## config.mk

```make
export PLATFORM = sky130hd
export DESIGN_NAME = microstepper_top
export DESIGN_NICKNAME = d
export VERILOG_FILES = /design/src/rtl/chopper_pkg.sv /design/src/rtl/stepper_pkg.sv /design/src/rtl/chopper_fsm.sv /design/src/rtl/chopper_timers.sv /design/src/rtl/microstepper_control.sv /design/src/rtl/microstepper_top.sv /design/src/rtl/step_sequencer.sv
export VERILOG_INCLUDE_DIRS = /design/src /design/src/rtl
export SDC_FILE = /design/constraint.sdc
export NUM_CORES = 1
export LEC_CHECK = 0
export ABC_AREA = 1
export BUFFER_PORTS_ARGS = -buffer_cell sky130_fd_sc_hd__buf_4
export CORE_MARGIN = 5
export CORE_UTILIZATION = 60
export DETAILED_ROUTE_END_ITERATION = 8
export PLACE_DENSITY = 0.82
export SYNTH_ARGS = -nofsm -noshare
export SYNTH_HDL_FRONTEND = slang
export SYNTH_SLANG_ARGS = --single-unit
```

## constraint.sdc

```tcl
create_clock -name clk -period 3.7 [get_ports clk]
set_input_delay 0.74 -clock clk [delete_from_list [all_inputs] [get_ports clk]]
set_output_delay 0.74 -clock clk [all_outputs]
set_load 0.02 [all_outputs]
```

## src/rtl/stepper_config.svh

```systemverilog
`ifndef STEPPER_CONFIG_SVH
`define STEPPER_CONFIG_SVH

// Phase counter width
// Wraps modulo 256 with 8 bits
`define STEP_PHASE_W 8

// Off-time counter width
`define OFF_TIMER_W 10

// Blanking counter width
`define BLANK_TIMER_W 8

// Minimum on-time counter width
`define MIN_ON_TIMER_W 8

// Default fast-decay threshold in off-timer counts
// Must fit in OFF_TIMER_W bits
`define FASTDECAY_DEFAULT 706

`endif

```

## src/rtl/chopper_pkg.sv

```systemverilog
`include "stepper_config.svh"

package chopper_pkg;

  // Peak-current chopper states
  typedef enum logic [1:0] {
    CHOP_IDLE,
    CHOP_BLANK,
    CHOP_ON,
    CHOP_OFF
  } chop_state_t;

  // Live counter values of one chopper channel
  typedef struct packed {
    logic [`BLANK_TIMER_W-1:0]  blank;
    logic [`OFF_TIMER_W-1:0]    off;
    logic [`MIN_ON_TIMER_W-1:0] min_on;
  } timer_counts_t;

  // Load values, in clock cycles
  typedef struct packed {
    logic [`BLANK_TIMER_W-1:0]  blank_time;
    logic [`OFF_TIMER_W-1:0]    off_time;
    logic [`MIN_ON_TIMER_W-1:0] min_on_time;
  } chopper_cfg_t;

endpackage

```

## src/rtl/stepper_pkg.sv

```systemverilog
`include "stepper_config.svh"

package stepper_pkg;

  // One half bridge, high-side and low-side gate
  typedef struct packed {
    logic high;
    logic low;
  } gate_pair_t;

  // Both half bridges of one H-bridge
  typedef struct packed {
    gate_pair_t p1;
    gate_pair_t p2;
  } bridge_gates_t;

  // Wanted high-side states, s1/s2 on bridge A and s3/s4 on bridge B
  typedef struct packed {
    logic s1;
    logic s2;
    logic s3;
    logic s4;
  } drive_pattern_t;

  // Static drive configuration
  typedef struct packed {
    logic [`OFF_TIMER_W-1:0] fastdecay_threshold;
    logic                    invert_highside;
    logic                    invert_lowside;
  } drive_cfg_t;

  typedef enum logic [1:0] {
    DECAY_DRIVE,
    DECAY_FAST,
    DECAY_SLOW
  } decay_mode_t;

endpackage

```

## src/rtl/chopper_fsm.sv

```systemverilog
`timescale 1ns/1ps

module chopper_fsm
  import chopper_pkg::*;
(
  input  logic clk,
  input  logic resetn,
  input  logic offtimer_en,
  input  logic blank_done,
  input  logic off_done,
  output logic load_blank,
  output logic load_off
);

  chop_state_t state;
  chop_state_t state_next;
  logic        load_blank_next;
  logic        load_off_next;

  always_comb begin
    state_next      = state;
    load_blank_next = 1'b0;
    load_off_next   = 1'b0;
    case (state)
      CHOP_IDLE: begin
        // Start first blanking window right away
        state_next      = CHOP_BLANK;
        load_blank_next = 1'b1;
      end
      CHOP_BLANK: begin
        if (blank_done) begin
          state_next = CHOP_ON;
        end
      end
      CHOP_ON: begin
        // Peak current reached, begin fixed off time
        if (offtimer_en) begin
          state_next    = CHOP_OFF;
          load_off_next = 1'b1;
        end
      end
      CHOP_OFF: begin
        if (off_done) begin
          state_next      = CHOP_BLANK;
          load_blank_next = 1'b1;
        end
      end
      default: begin
        state_next = CHOP_IDLE;
      end
    endcase
  end

  // Load strobes are registered with the state
  always_ff @(posedge clk) begin
    if (!resetn) begin
      state      <= CHOP_IDLE;
      load_blank <= 1'b0;
      load_off   <= 1'b0;
    end else begin
      state      <= state_next;
      load_blank <= load_blank_next;
      load_off   <= load_off_next;
    end
  end

  a_loads_exclusive: assert property (
    @(posedge clk) disable iff (!resetn)
    !(load_blank && load_off)
  );

  // Off period may only be started from the on phase
  a_load_off_from_on: assert property (
    @(posedge clk) disable iff (!resetn)
    load_off |-> $past(state == CHOP_ON)
  );

endmodule

```

## src/rtl/chopper_timers.sv

```systemverilog
`timescale 1ns/1ps

module chopper_timers
  import chopper_pkg::*;
(
  input  logic          clk,
  input  logic          resetn,
  input  logic          load_blank,
  input  logic          load_off,
  input  chopper_cfg_t  cfg,
  output timer_counts_t counts,
  output logic          blank_done,
  output logic          off_done
);

  // Three down-counters, each reloads on its strobe and stops at zero
  always_ff @(posedge clk) begin
    if (!resetn) begin
      counts     <= '0;
      blank_done <= 1'b0;
      off_done   <= 1'b0;
    end else begin
      // Done pulses mark the step from 1 to 0
      blank_done <= !load_blank && (counts.blank == 1);
      off_done   <= !load_off && (counts.off == 1);

      // Minimum on time runs alongside blanking
      if (load_blank) begin
        counts.blank  <= cfg.blank_time;
        counts.min_on <= cfg.min_on_time;
      end else begin
        if (counts.blank != '0) begin
          counts.blank <= counts.blank - 1'b1;
        end
        if (counts.min_on != '0) begin
          counts.min_on <= counts.min_on - 1'b1;
        end
      end

      if (load_off) begin
        counts.off <= cfg.off_time;
      end else if (counts.off != '0) begin
        counts.off <= counts.off - 1'b1;
      end
    end
  end

  // A counter at zero stays there until reloaded
  a_blank_no_wrap: assert property (
    @(posedge clk) disable iff (!resetn)
    ($past(counts.blank) == '0 && !$past(load_blank)) |-> counts.blank == '0
  );

  a_min_on_no_wrap: assert property (
    @(posedge clk) disable iff (!resetn)
    ($past(counts.min_on) == '0 && !$past(load_blank)) |-> counts.min_on == '0
  );

  a_off_no_wrap: assert property (
    @(posedge clk) disable iff (!resetn)
    ($past(counts.off) == '0 && !$past(load_off)) |-> counts.off == '0
  );

endmodule

```

## src/rtl/microstepper_control.sv

```systemverilog
`timescale 1ns/1ps

`include "stepper_config.svh"

module microstepper_control
  import stepper_pkg::*, chopper_pkg::*;
(
  input  logic           clk,
  input  logic           resetn,
  input  drive_pattern_t pattern,
  input  timer_counts_t  counts0,
  input  timer_counts_t  counts1,
  input  drive_cfg_t     drive_cfg,
  input  logic           analog_cmp1,
  input  logic           analog_cmp2,
  output bridge_gates_t  gates_a,
  output bridge_gates_t  gates_b,
  output logic           faultn,
  output logic           offtimer_en0,
  output logic           offtimer_en1
);

  logic          enable;
  logic          fault0;
  logic          fault1;
  decay_mode_t   mode_a;
  decay_mode_t   mode_b;
  bridge_gates_t safe_a;
  bridge_gates_t safe_b;

  // Fast decay while off count is at or above threshold, slow for the rest
  function automatic decay_mode_t decay_of(
    input logic [`OFF_TIMER_W-1:0] off_ct,
    input logic [`OFF_TIMER_W-1:0] threshold
  );
    if (off_ct == '0) begin
      return DECAY_DRIVE;
    end else if (off_ct >= threshold) begin
      return DECAY_FAST;
    end
    return DECAY_SLOW;
  endfunction

  // Decay table, then enable and fault shutdown
  function automatic gate_pair_t half_bridge(
    input decay_mode_t mode,
    input logic        s,
    input logic        en,
    input logic        ok
  );
    gate_pair_t pair;
    case (mode)
      DECAY_FAST: pair = '{high: !s, low: s};
      DECAY_SLOW: pair = '{high: 1'b0, low: 1'b1};
      default:    pair = '{high: s, low: !s};
    endcase
    pair.high = pair.high && en && ok;
    pair.low  = pair.low || !en;
    return pair;
  endfunction

  function automatic bridge_gates_t apply_polarity(
    input bridge_gates_t g,
    input logic          inv_h,
    input logic          inv_l
  );
    bridge_gates_t o;
    o.p1 = '{high: g.p1.high ^ inv_h, low: g.p1.low ^ inv_l};
    o.p2 = '{high: g.p2.high ^ inv_h, low: g.p2.low ^ inv_l};
    return o;
  endfunction

  // Internal enable comes up one cycle after reset release
  always_ff @(posedge clk) begin
    if (!resetn) begin
      enable <= 1'b0;
    end else begin
      enable <= 1'b1;
    end
  end

  // Off period started while minimum on time still running
  assign fault0 = (counts0.off != '0) && (counts0.min_on != '0) && enable;
  assign fault1 = (counts1.off != '0) && (counts1.min_on != '0) && enable;

  // Sticky until reset
  always_ff @(posedge clk) begin
    if (!resetn) begin
      faultn <= 1'b1;
    end else if (fault0 || fault1) begin
      faultn <= 1'b0;
    end
  end

  assign mode_a = decay_of(counts0.off, drive_cfg.fastdecay_threshold);
  assign mode_b = decay_of(counts1.off, drive_cfg.fastdecay_threshold);

  assign safe_a.p1 = half_bridge(mode_a, pattern.s1, enable, faultn);
  assign safe_a.p2 = half_bridge(mode_a, pattern.s2, enable, faultn);
  assign safe_b.p1 = half_bridge(mode_b, pattern.s3, enable, faultn);
  assign safe_b.p2 = half_bridge(mode_b, pattern.s4, enable, faultn);

  assign gates_a = apply_polarity(safe_a, drive_cfg.invert_highside, drive_cfg.invert_lowside);
  assign gates_b = apply_polarity(safe_b, drive_cfg.invert_highside, drive_cfg.invert_lowside);

  // Peak current seen outside blanking and outside an off period
  assign offtimer_en0 = analog_cmp1 && (counts0.blank == '0) && (counts0.off == '0);
  assign offtimer_en1 = analog_cmp2 && (counts1.blank == '0) && (counts1.off == '0);

  // Without a fault every half bridge keeps one gate on, also while enable rises
  a_no_floating_half_bridge: assert property (
    @(posedge clk) disable iff (!resetn)
    faultn |-> ((safe_a.p1.high || safe_a.p1.low) && (safe_a.p2.high || safe_a.p2.low) &&
                (safe_b.p1.high || safe_b.p1.low) && (safe_b.p2.high || safe_b.p2.low))
  );

endmodule

```

## src/rtl/microstepper_top.sv

```systemverilog
`timescale 1ns/1ps

`include "stepper_config.svh"

module microstepper_top
  import stepper_pkg::*, chopper_pkg::*;
(
  input  logic                     clk,
  input  logic                     resetn,
  input  logic                     step,
  input  logic                     dir,
  input  logic                     analog_cmp1,
  input  logic                     analog_cmp2,
  input  chopper_cfg_t             chop_cfg,
  input  drive_cfg_t               drive_cfg,
  output bridge_gates_t            gates_a,
  output bridge_gates_t            gates_b,
  output logic                     faultn,
  output logic [`STEP_PHASE_W-1:0] phase_ct
);

  drive_pattern_t pattern;
  timer_counts_t  counts0;
  timer_counts_t  counts1;
  logic           offtimer_en0;
  logic           offtimer_en1;
  logic           load_blank0;
  logic           load_blank1;
  logic           load_off0;
  logic           load_off1;
  logic           blank_done0;
  logic           blank_done1;
  logic           off_done0;
  logic           off_done1;

  step_sequencer i_seq (
    .clk      (clk),
    .resetn   (resetn),
    .step     (step),
    .dir      (dir),
    .phase_ct (phase_ct),
    .pattern  (pattern)
  );

  // Chopper channel for bridge A
  chopper_fsm i_fsm0 (
    .clk         (clk),
    .resetn      (resetn),
    .offtimer_en (offtimer_en0),
    .blank_done  (blank_done0),
    .off_done    (off_done0),
    .load_blank  (load_blank0),
    .load_off    (load_off0)
  );

  chopper_timers i_timers0 (
    .clk        (clk),
    .resetn     (resetn),
    .load_blank (load_blank0),
    .load_off   (load_off0),
    .cfg        (chop_cfg),
    .counts     (counts0),
    .blank_done (blank_done0),
    .off_done   (off_done0)
  );

  // Chopper channel for bridge B
  chopper_fsm i_fsm1 (
    .clk         (clk),
    .resetn      (resetn),
    .offtimer_en (offtimer_en1),
    .blank_done  (blank_done1),
    .off_done    (off_done1),
    .load_blank  (load_blank1),
    .load_off    (load_off1)
  );

  chopper_timers i_timers1 (
    .clk        (clk),
    .resetn     (resetn),
    .load_blank (load_blank1),
    .load_off   (load_off1),
    .cfg        (chop_cfg),
    .counts     (counts1),
    .blank_done (blank_done1),
    .off_done   (off_done1)
  );

  microstepper_control i_ctrl (
    .clk          (clk),
    .resetn       (resetn),
    .pattern      (pattern),
    .counts0      (counts0),
    .counts1      (counts1),
    .drive_cfg    (drive_cfg),
    .analog_cmp1  (analog_cmp1),
    .analog_cmp2  (analog_cmp2),
    .gates_a      (gates_a),
    .gates_b      (gates_b),
    .faultn       (faultn),
    .offtimer_en0 (offtimer_en0),
    .offtimer_en1 (offtimer_en1)
  );

endmodule

```

## src/rtl/step_sequencer.sv

```systemverilog
`timescale 1ns/1ps

`include "stepper_config.svh"

module step_sequencer
  import stepper_pkg::*;
(
  input  logic                     clk,
  input  logic                     resetn,
  input  logic                     step,
  input  logic                     dir,
  output logic [`STEP_PHASE_W-1:0] phase_ct,
  output drive_pattern_t           pattern
);

  // Two synchroniser stages plus one stage for edge detection
  logic [2:0] step_r;
  logic [1:0] dir_r;
  logic       step_rise;

  always_ff @(posedge clk) begin
    if (!resetn) begin
      step_r <= '0;
    end else begin
      step_r <= {step_r[1:0], step};
    end
    dir_r <= {dir_r[0], dir};
  end

  assign step_rise = step_r[1] && !step_r[2];

  always_ff @(posedge clk) begin
    if (!resetn) begin
      phase_ct <= '0;
    end else if (step_rise) begin
      phase_ct <= dir_r[1] ? phase_ct + 1'b1 : phase_ct - 1'b1;
    end
  end

  // Full-step table, two coils always energised
  always_comb begin
    pattern = '0;
    case (phase_ct[1:0])
      2'd0: pattern = '{s1: 1'b1, s2: 1'b0, s3: 1'b1, s4: 1'b0};
      2'd1: pattern = '{s1: 1'b0, s2: 1'b1, s3: 1'b1, s4: 1'b0};
      2'd2: pattern = '{s1: 1'b0, s2: 1'b1, s3: 1'b0, s4: 1'b1};
      default: pattern = '{s1: 1'b1, s2: 1'b0, s3: 1'b0, s4: 1'b1};
    endcase
  end

  // Count moves only right after a detected step edge
  a_phase_only_on_edge: assert property (
    @(posedge clk) disable iff (!resetn)
    ($past(resetn) && !$past(step_rise)) |-> $stable(phase_ct)
  );

endmodule

```

==> results.cfg, run 1 <==
[synth]
postSynth.asyncResetShare = 0
synthCells = 718
syn_area_per_cell_um2 = 6.90
synth_top_cells_by_count = nand2_1 (179), inv_1 (97), dfxtp_1 (79)
yosysMostFrequentCell = nand2_1
synth_seq_cells = 79
ys_warn_count = 0
synth_cell_type_count = 32
yosys_most_used_dff = dfxtp_1
synth_top_cell_area_share = 0.319
synth_edf_count = 0
seq_area_frac_synth = 0.319
synth_area_um2 = 4960
yosysTopAreaCell = dfxtp_1
synth_nets = 811
synth.top_cells.by_area = dfxtp_1 (32%), nand2_1 (14%), ha_1 (12%), inv_1 (7.3%), a21oi_1 (5.6%)

[sta]
setup_viol = 0
relSlewSlack = 0.432
fin_worst_skew_ps = 18.8
grt_setup_unrepaired = false
worst_slew_pin_slew_ps = 851
fin_crit_sh = 0.814
fin_crit_ps = 3010
setup_tns_ps = 0
max_freq_mhz = 332
finalHoldViolCount = 0
drv_slew = 0

[setup_path]
r2r-start = i_timers0.counts[8]$_SDFFE_PN0P_
worstSetupStartpoint = i_timers0.counts[8]$_SDFFE_PN0P_
crit_buf_inv = 2
worstReg2RegEnd = i_timers0.counts[10]$_SDFFE_PN0P_
r2r_slack_ps = 1730
endpoint_kind = primary output
path_class = register to primary output
cp_cell_sequence = inv_1 > ha_1 > nand2_1 > nor2_2 > nand4_2 > nand3_1 > nand2_1 > nand2_1 > nand2_1 > nand2_1 > buf_4
worstPathMaxFanout = 9
crit_end = gates_a[3]
crit_required_ps = 2960
rr_worst_depth = 9
crit_path_start_kind = register
crit_top_cell = nand2_1
critPathTopFamily = simple AND/OR/NAND/NOR gates
cp_slowest_stage_delay_ps = 350
cp_num_cells = 11
crit_slowest_cell = dfxtp_1
worstPathArrival_ps = 2270

[global_route]
grt_pass1_wl_mm = 19.7
grt_start_max_net_pins = 25
antenna_found_initial = 0
grt-ovfl-total = 0
grt_pass1_vias = 4436
grt.total_usage = 0.238

[die]
die_w_um = 101
coreArea_um2 = 8130
rows = 33
start_util = 0.609
die_y_um = 101
pin_count = 61
floorplan.die_area_um2 = 10200

[layout]
final_area_um2 = 5700
nFillCells = 706
stdcell_count = 886
diodes = 0
drive_gt1_frac = 0.118
area_growth_pct = 15.0
final_util = 0.701
nets = 869

[clocking]
cts_root_buf = clkbuf_8
path_clk_slew_ps = 80
htree_levels = 3
clk_latency_ps = 350
cts_tree = yes
cts_resized = 0
clk_path_buf_depth = 2
numCtsBuffers = 9
ctsHoldBuffers = 0
cts_setup_buffers = 0
clock_sinks = 79

[power_and_ir_drop]
leakagePower_uw = 0.00287
power.density_nw_per_um2 = 759
irDropWorstVdd_mv = 0.465
finalPower_uw = 4330

[place]
placedInstanceArea_um2 = 5500
routabilityCongestion = 0.985
place_hpwl_mm = 9.14
port_buffers = 60
placed_cells = 870

[drt]
dr_total_vias = 4673
final_antenna_net_count = 0
first_pass_iters = 5
via_per_inst = 5.27
drc = 0
wire_per_inst_um = 13.3
drt_iter0_markers = 230
routed_wl_mm = 11.8

[run]
maxCapViolations = 0

[worst_hold_path]
hold_class = register to register

[run_status]
status = finished clean
## stage by stage
stage	hold slack [ps]	setup slack (ps)
floorplan	310	1140
global placement	311	881
detailed placement	315	834
CTS	334	675
global route	350	457
finish	332	688
## final cells by class
class / count / area (um^2) / area share
clock buffer: 11 / 141 / 0.0248
clock inverter: 5 / 66.3 / 0.0116
inverter: 99 / 372 / 0.0652
multi-input combinational: 525 / 2950 / 0.516
sequential: 79 / 1580 / 0.277
tap: 105 / 131 / 0.0230
timing repair buffer: 62 / 465 / 0.0816
## kinds of logic after synthesis
logic type	Yosys count	share of synthesized area
simple gates	332	0.282
buf+inv	114	0.0868
compound gates	107	0.121
flops	79	0.319
fa+ha+maj	49	0.125
xor+xnor	37	0.0654
## placed cells by master (no fill, tap or decap), drive strengths merged
| cell | count |
|---|---|
| xor2 | 24 |
| o21ai | 23 |
| clkinvlp | 1 |
| o22ai | 2 |
| a22oi | 12 |
| a21oi | 55 |
| a21o | 2 |
| nor2 | 78 |
| dfxtp | 79 |
| nor3 | 17 |
| a21boi | 1 |
| xnor2 | 13 |
| or2 | 1 |
| inv | 100 |
| ha | 48 |
| nor4 | 3 |
| nand2 | 181 |
| clkbuf | 11 |
| o21bai | 2 |
| bufinv | 1 |
| nand4 | 7 |
| buf | 62 |
| fa | 1 |
| a31oi | 10 |
| clkinv | 2 |
| nand3 | 45 |
## state kept, by name, summed over array words and instances, names as in the netlist
signal                cells
i_fsm0.state              2
i_seq.step_r              3
i_fsm1.load_off           1
i_fsm1.state              2
i_timers1.off_done        1
i_ctrl.faultn             1
i_seq.phase_ct            8
i_timers0.counts         26
i_fsm1.load_blank         1
i_fsm0.load_off           1
i_timers0.blank_done      1
i_fsm0.load_blank         1
i_seq.dir_r               2
i_timers1.blank_done      1
i_ctrl.enable             1
i_timers1.counts         26
i_timers0.off_done        1
## routing by layer
| layer | global-route usage | vias to the layer above | share of wire |
|---|---|---|---|
| li1 | - | 2424 | - |
| met1 | 0.308 | 2100 | 0.46 |
| met2 | 0.402 | 129 | 0.47 |
| met3 | 0.0381 | 20 | 0.056 |
| met4 | 0.0808 | 0 | 0.016 |
| met5 | 0 | - | 0 |
## power by group
part	total, uW	internal [uW]	leakage, uW	switching [uW]
clock	671	338	0.000102	333
combinational	2270	907	0.00211	1370
sequential	1390	1120	0.000652	271
## how the worst min path moves through the flow
stage | from | end | slack (ps) | cells after the start
after CTS | i_seq.dir_r[0]$_DFF_P_ | i_seq.dir_r[1]$_DFF_P_ | 330 | 0
after global routing | i_seq.dir_r[0]$_DFF_P_ | i_seq.dir_r[1]$_DFF_P_ | 350 | 0
after global placement | i_seq.dir_r[0]$_DFF_P_ | i_seq.dir_r[1]$_DFF_P_ | 310 | 0
after detailed placement | i_seq.dir_r[0]$_DFF_P_ | i_seq.dir_r[1]$_DFF_P_ | 320 | 0
after floorplan | i_seq.dir_r[0]$_DFF_P_ | i_seq.dir_r[1]$_DFF_P_ | 310 | 0
final | i_seq.dir_r[0]$_DFF_P_ | i_seq.dir_r[1]$_DFF_P_ | 330 | 0
Note: power is estimated with default switching activity, not from simulation.
==> run 2, diff against run 1 <==
ABC_AREA = 0   (was 1)
CORE_UTILIZATION = 59   (was 60)
PLACE_DENSITY = 0.81   (was 0.82)
clock period = 2.85 ns   (was 3.7 ns; I/O delays follow)
==> run 2 against run 1 <==
Against the previous run:
- the flow now finishes with violations (setup timing)
- largest power group unchanged
- critical path depth is the same
- via count increased by 5.2%
- wire length is 9.9% higher
- worst setup slack lost 950 ps
- synthesized area increased by 3.2%
- highest routed layer unchanged
- clock power is 47% higher
- largest cell class unchanged
- synthesized cell count fell by 9.6%
- global-route usage increased by 0.88 points
- non-clock buffer count rose by 42
- sequential cell count did not move
- combinational power up 76%
==> results.cfg, run 2 <==
[die]
pin_count = 61
coreArea_um2 = 8590
floorplan.die_area_um2 = 10600
die_w_um = 103
start_util = 0.595
die_y_um = 103
rows = 34

[sta]
whs_ps = 321
fin_worst_skew_ps = 8.81
max_freq_mhz = 321
finalHoldViolCount = 0
timing.final.ws_setup_ps = -264
worst_slew_pin_slew_ps = 1050
setup_viol = 5
relSlewSlack = 0.298
grt_setup_unrepaired = true
drv_slew = 0
fin_crit_sh = 1.09
fin_crit_ps = 3110

[synth]
synth_top_family_by_area = simple AND/OR/NAND/NOR gates
synth_edf_count = 0
synth_seq_cells = 79
synth-simple-area-share = 0.274
synthCells = 649
ys_warn_count = 0
synth_area_um2 = 5110
muxShareOfSynthArea = 0.0494
synth.top_cells.by_area = dfxtp_1 (31%), ha_1 (12%), nor2_1 (6.4%), a21oi_1 (5.3%), mux2i_1 (4.5%)
synth_top_cell_area_share = 0.309
yosys_most_used_dff = dfxtp_1
yosysMostFrequentCell = nor2_1
synth_xor_area_frac = 0.0428
synth_top_cells_by_count = nor2_1 (87), dfxtp_1 (79), a21oi_1 (54)
seq_area_frac_synth = 0.309
synth_nets = 742
syn_area_per_cell_um2 = 7.88
synthAdderAreaFrac = 0.121
synth_compound_area_frac = 0.153
synth_cell_type_count = 53
postSynth.asyncResetShare = 0
yosysTopAreaCell = dfxtp_1

[clocking]
clk_latency_ps = 350
htree_levels = 3
clock_sinks = 79
cts_tree = yes
numCtsBuffers = 9
cts_root_buf = clkbuf_8
path_clk_slew_ps = 80
clk_path_buf_depth = 2

[layout]
mostFrequentLayoutCell = buf_4
area_growth_pct = 25.1
nFillCells = 633
diodes = 0
drive_gt1_frac = 0.242
largestRegisters = i_timers0.counts: 26 flops, i_timers1.counts: 26 flops, i_seq.phase_ct: 8 flops
nets = 827
mostFrequentLayoutCells = buf_4 (97), nor2_1 (84), dfxtp_1 (67)

[drt]
via_per_inst = 5.82
wire_per_inst_um = 15.3
dr_total_vias = 4914
final_antenna_net_count = 0
drc = 0
routed_wl_mm = 12.9
drt_iter0_markers = 232
first_pass_iters = 5

[global_route]
grt_pass1_wl_mm = 21.1
grt-ovfl-total = 0
grt_pass1_vias = 4741
grt.total_usage = 0.247
grt_start_max_net_pins = 49
antenna_found_initial = 0

[run_status]
violations = setup timing
status = finished, violations left

[setup_path]
critPathTopFamily = simple AND/OR/NAND/NOR gates
crit_buf_inv = 4
path_class = register to primary output
cp_slowest_stage_delay_ps = 410
worstPathArrival_ps = 2540
crit_top_cell = buf_6
crit_required_ps = 2280
worstPathMaxFanout = 3
r2r_slack_ps = 120
cp_cell_sequence = inv_4 > ha_4 > nand2b_4 > a211oi_2 > o21ai_1 > a31oi_2 > buf_4 > buf_6 > nor2_2 > or4_4 > buf_6
rr_worst_depth = 12
r2r-start = i_timers0.counts[12]$_SDFFE_PN0P_
endpoint_kind = primary output
crit_path_start_kind = register
crit_slowest_cell = or4_4
worstReg2RegEnd = i_fsm0.state[0]$_SDFFE_PN0P_

[place]
place_hpwl_mm = 9.09
port_buffers = 60
pre_cts_slack_ps = -242
routabilityCongestion = 0.911

[worst_hold_path]
min_path_cells = 1
hold_path_end = i_seq.dir_r[0]$_DFF_P_
hold_class = primary input to register
min_from = dir

[power_and_ir_drop]
power.density_nw_per_um2 = 1070
irDropWorstVdd_mv = 0.633
finalPower_uw = 6870
leakagePower_uw = 0.00273

[run]
maxCapViolations = 0
-- run 2: how the worst max path moves through the flow --
stage                                            from    endpoint  slack, ps  cells past startpoint
floorplan            i_timers0.counts[8]$_SDFFE_PN0P_  gates_a[2]        -90                      8
global placement                         drive_cfg[2]  gates_a[3]       -170                      9
detailed placement                       drive_cfg[9]  gates_a[3]       -240                     11
CTS                 i_timers0.counts[15]$_SDFFE_PN0P_  gates_a[1]       -210                      9
global route         i_timers0.counts[8]$_SDFFE_PN0P_  gates_a[1]       -350                     11
finish               i_timers0.counts[8]$_SDFFE_PN0P_  gates_a[1]       -260                     11
-- run 2: power by group --
group          total [uW]  internal (uW)  switching [uW]
registers            1900           1470             433
clock network         985            595             391
logic                3990           1940            2040
-- run 2: area by class of cell --
class / count / area [um^2] / area share
Clock inverter: 4 / 95.1 / 0.0149
Sequential cell: 79 / 1600 / 0.250
Timing Repair Buffer: 104 / 807 / 0.126
Multi-Input combinational cell: 503 / 3480 / 0.543
Tap cell: 108 / 135 / 0.0211
Clock buffer: 10 / 138 / 0.0215
Inverter: 37 / 146 / 0.0229
-- run 2: metal layers --
metal | track usage | vias up | share of wire
met5 | 0 | - | 0
met1 | 0.308 | 2280 | 0.43
met3 | 0.0311 | 22 | 0.055
li1 | - | 2465 | -
met4 | 0.0956 | 0 | 0.017
met2 | 0.431 | 147 | 0.50
-- run 2: kinds of logic after synthesis --
family | Yosys count
simple gates | 276
compound gates | 128
flops | 79
buf+inv | 67
fa+ha+maj | 49
xor+xnor | 25
mux | 25
-- run 2: stage by stage --
stage	area, um^2	setup TNS, ps	utilization	cells
after floorplan	5130	-90.1	-	649
after global routing	6400	-1480	0.745	845
after global placement	5820	-445	0.677	817
after CTS	6310	-504	0.734	841
final	6400	-774	0.745	845
after detailed placement	5820	-746	0.677	817
-- run 2: timing repair --
item,in CTS,in global routing
cloned,0,0
endpoints found under the setup margin,7,10
setup buffers,11,5
hold buffers,0,0
pin swaps,20,9
gates resized for setup,43,18
==> run 3, diff against run 2 <==
clock period = 3.5 ns   (was 2.85 ns; I/O delays follow)
==> run 3 against run 2 <==
Against the previous run:
- the run now ends clean
- cell count is 4.4% lower
- via count is 2.9% lower
- sequential power is 19% lower
- combinational power is 32% lower
- first-iteration DRC count is 13% lower
- critical path depth is 3 lower
- sequential share of layout area is 1.6 points higher
- largest power group unchanged
- count of clock-buffer cells in the layout stayed put
- register-to-register slack better by 610 ps
==> results.cfg, run 3 (same netlist as run 2, synthesis figures left out) <==
[power_and_ir_drop]
power.density_nw_per_um2 = 880
irDropWorstVdd_mv = 0.587
finalPower_uw = 5230
leakagePower_uw = 0.00254

[drt]
routed_wl_mm = 11.9
dr_total_vias = 4773
first_pass_iters = 4
via_per_inst = 5.91
final_antenna_net_count = 0
drc = 0
wire_per_inst_um = 14.8
drt_iter0_markers = 203

[place]
port_buffers = 60
pre_cts_slack_ps = 109
placed_cells = 791
place_hpwl_mm = 8.76
routabilityCongestion = 0.909

[layout]
mostFrequentLayoutCells = nor2_1 (87), dfxtp_1 (79), buf_4 (65)
multiInputGateArea_um2 = 3300
mostFrequentLayoutCell = nor2_1
diodes = 0
stdcell_count = 808
drive_gt1_frac = 0.146
largestRegisters = i_timers0.counts: 26 flops, i_timers1.counts: 26 flops, i_seq.phase_ct: 8 flops
nets = 788
nFillCells = 705
area_growth_pct = 16.0
final_util = 0.691
seq_area_um2 = 1580

[sta]
drv_slew = 0
fin_crit_ps = 3360
fin_crit_sh = 0.959
finalHoldViolCount = 0
timing.final.ws_setup_ps = 142
relSlewSlack = 0.318
fin_worst_skew_ps = 14.5
max_freq_mhz = 298
setup_viol = 0
worst_slew_pin_slew_ps = 1020

[run_status]
status = finished clean

[setup_path]
cp_slowest_stage_delay_ps = 510
worstPathMaxFanout = 8
crit_end = gates_a[3]
endpoint_kind = primary output
crit_slowest_cell = or4_1
crit_path_start_kind = register
r2r-start = i_timers0.counts[8]$_SDFFE_PN0P_
worstSetupStartpoint = i_timers0.counts[8]$_SDFFE_PN0P_
worstPathArrival_ps = 2660
cp_cell_sequence = inv_1 > ha_1 > or3b_4 > nor2_1 > nand2_2 > and3_1 > or4_1 > buf_4
worstReg2RegEnd = i_fsm0.state[0]$_SDFFE_PN0P_
crit_required_ps = 2800
r2r_slack_ps = 730
rr_worst_depth = 9
path_class = register to primary output

[clocking]
cts_root_buf = clkbuf_8
path_clk_slew_ps = 80
cts_tree = yes
htree_levels = 3
clk_latency_ps = 360
clk_path_buf_depth = 2
clock_sinks = 79
ctsHoldBuffers = 0
numCtsBuffers = 9

[worst_hold_path]
hold_class = register to register
min_path_cells = 0

[die]
die_w_um = 103
start_util = 0.595
rows = 34
pin_count = 61
coreArea_um2 = 8590
die_y_um = 103
floorplan.die_area_um2 = 10600

[global_route]
grt.total_usage = 0.228
grt-ovfl-total = 0
grt_start_max_net_pins = 55
grt_pass1_wl_mm = 19.5
antenna_found_initial = 0
grt_pass1_vias = 4519

[run]
maxCapViolations = 0
==> run 3: report_power, final <==
group | internal (uW) | switching [uW] | total [uW]
combinational | 1240 | 1490 | 2730
clock | 636 | 333 | 969
sequential | 1180 | 352 | 1530
==> run 3: layer usage <==
layer,wire [um],global-route usage,up-vias
li1,-,-,2395
met1,5180,0.279,2223
met2,5830,0.401,134
met3,684,0.0304,21
met4,233,0.0946,0
met5,0,0,-
==> run 3: final cells by class <==
class / count / area share
sequential: 79 / 0.266
tap: 108 / 0.0228
timing repair buffer: 65 / 0.0822
clock buffer: 10 / 0.0232
clock inverter: 6 / 0.0261
inverter: 37 / 0.0234
multi-input combinational: 503 / 0.556
==> run 3: worst min-delay path by stage <==
stage,start,to,slack [ps]
after global routing,i_seq.dir_r[0]$_DFF_P_,i_seq.dir_r[1]$_DFF_P_,340
after global placement,i_seq.dir_r[0]$_DFF_P_,i_seq.dir_r[1]$_DFF_P_,310
after detailed placement,i_seq.dir_r[0]$_DFF_P_,i_seq.dir_r[1]$_DFF_P_,310
after CTS,i_seq.dir_r[0]$_DFF_P_,i_seq.dir_r[1]$_DFF_P_,330
final,i_seq.dir_r[0]$_DFF_P_,i_seq.dir_r[1]$_DFF_P_,330
after floorplan,i_seq.dir_r[0]$_DFF_P_,i_seq.dir_r[1]$_DFF_P_,310
==> run 3: through the flow <==
stage	TNS, ps	hold WS (ps)	cell area [um^2]
after floorplan	0	310	5110
after global placement	0	311	5610
after detailed placement	0	314	5610
after CTS	0	332	5920
after global routing	-3.73	342	5930
final	0	329	5930
==> run 3: worst max-delay path: cells and delay by family, from the launching register on <==
kind	cells	cell delay (ps)
adders and majority gates	1	230
buffers and inverters	2	290
DFF	1	340
and+or+nand+nor	5	1440
==> run 3: what timing repair did <==
action,CTS,global route
pin swaps,1,1
setup endpoints to repair,2,3
resized for setup,1,4
buffers inserted,1,0
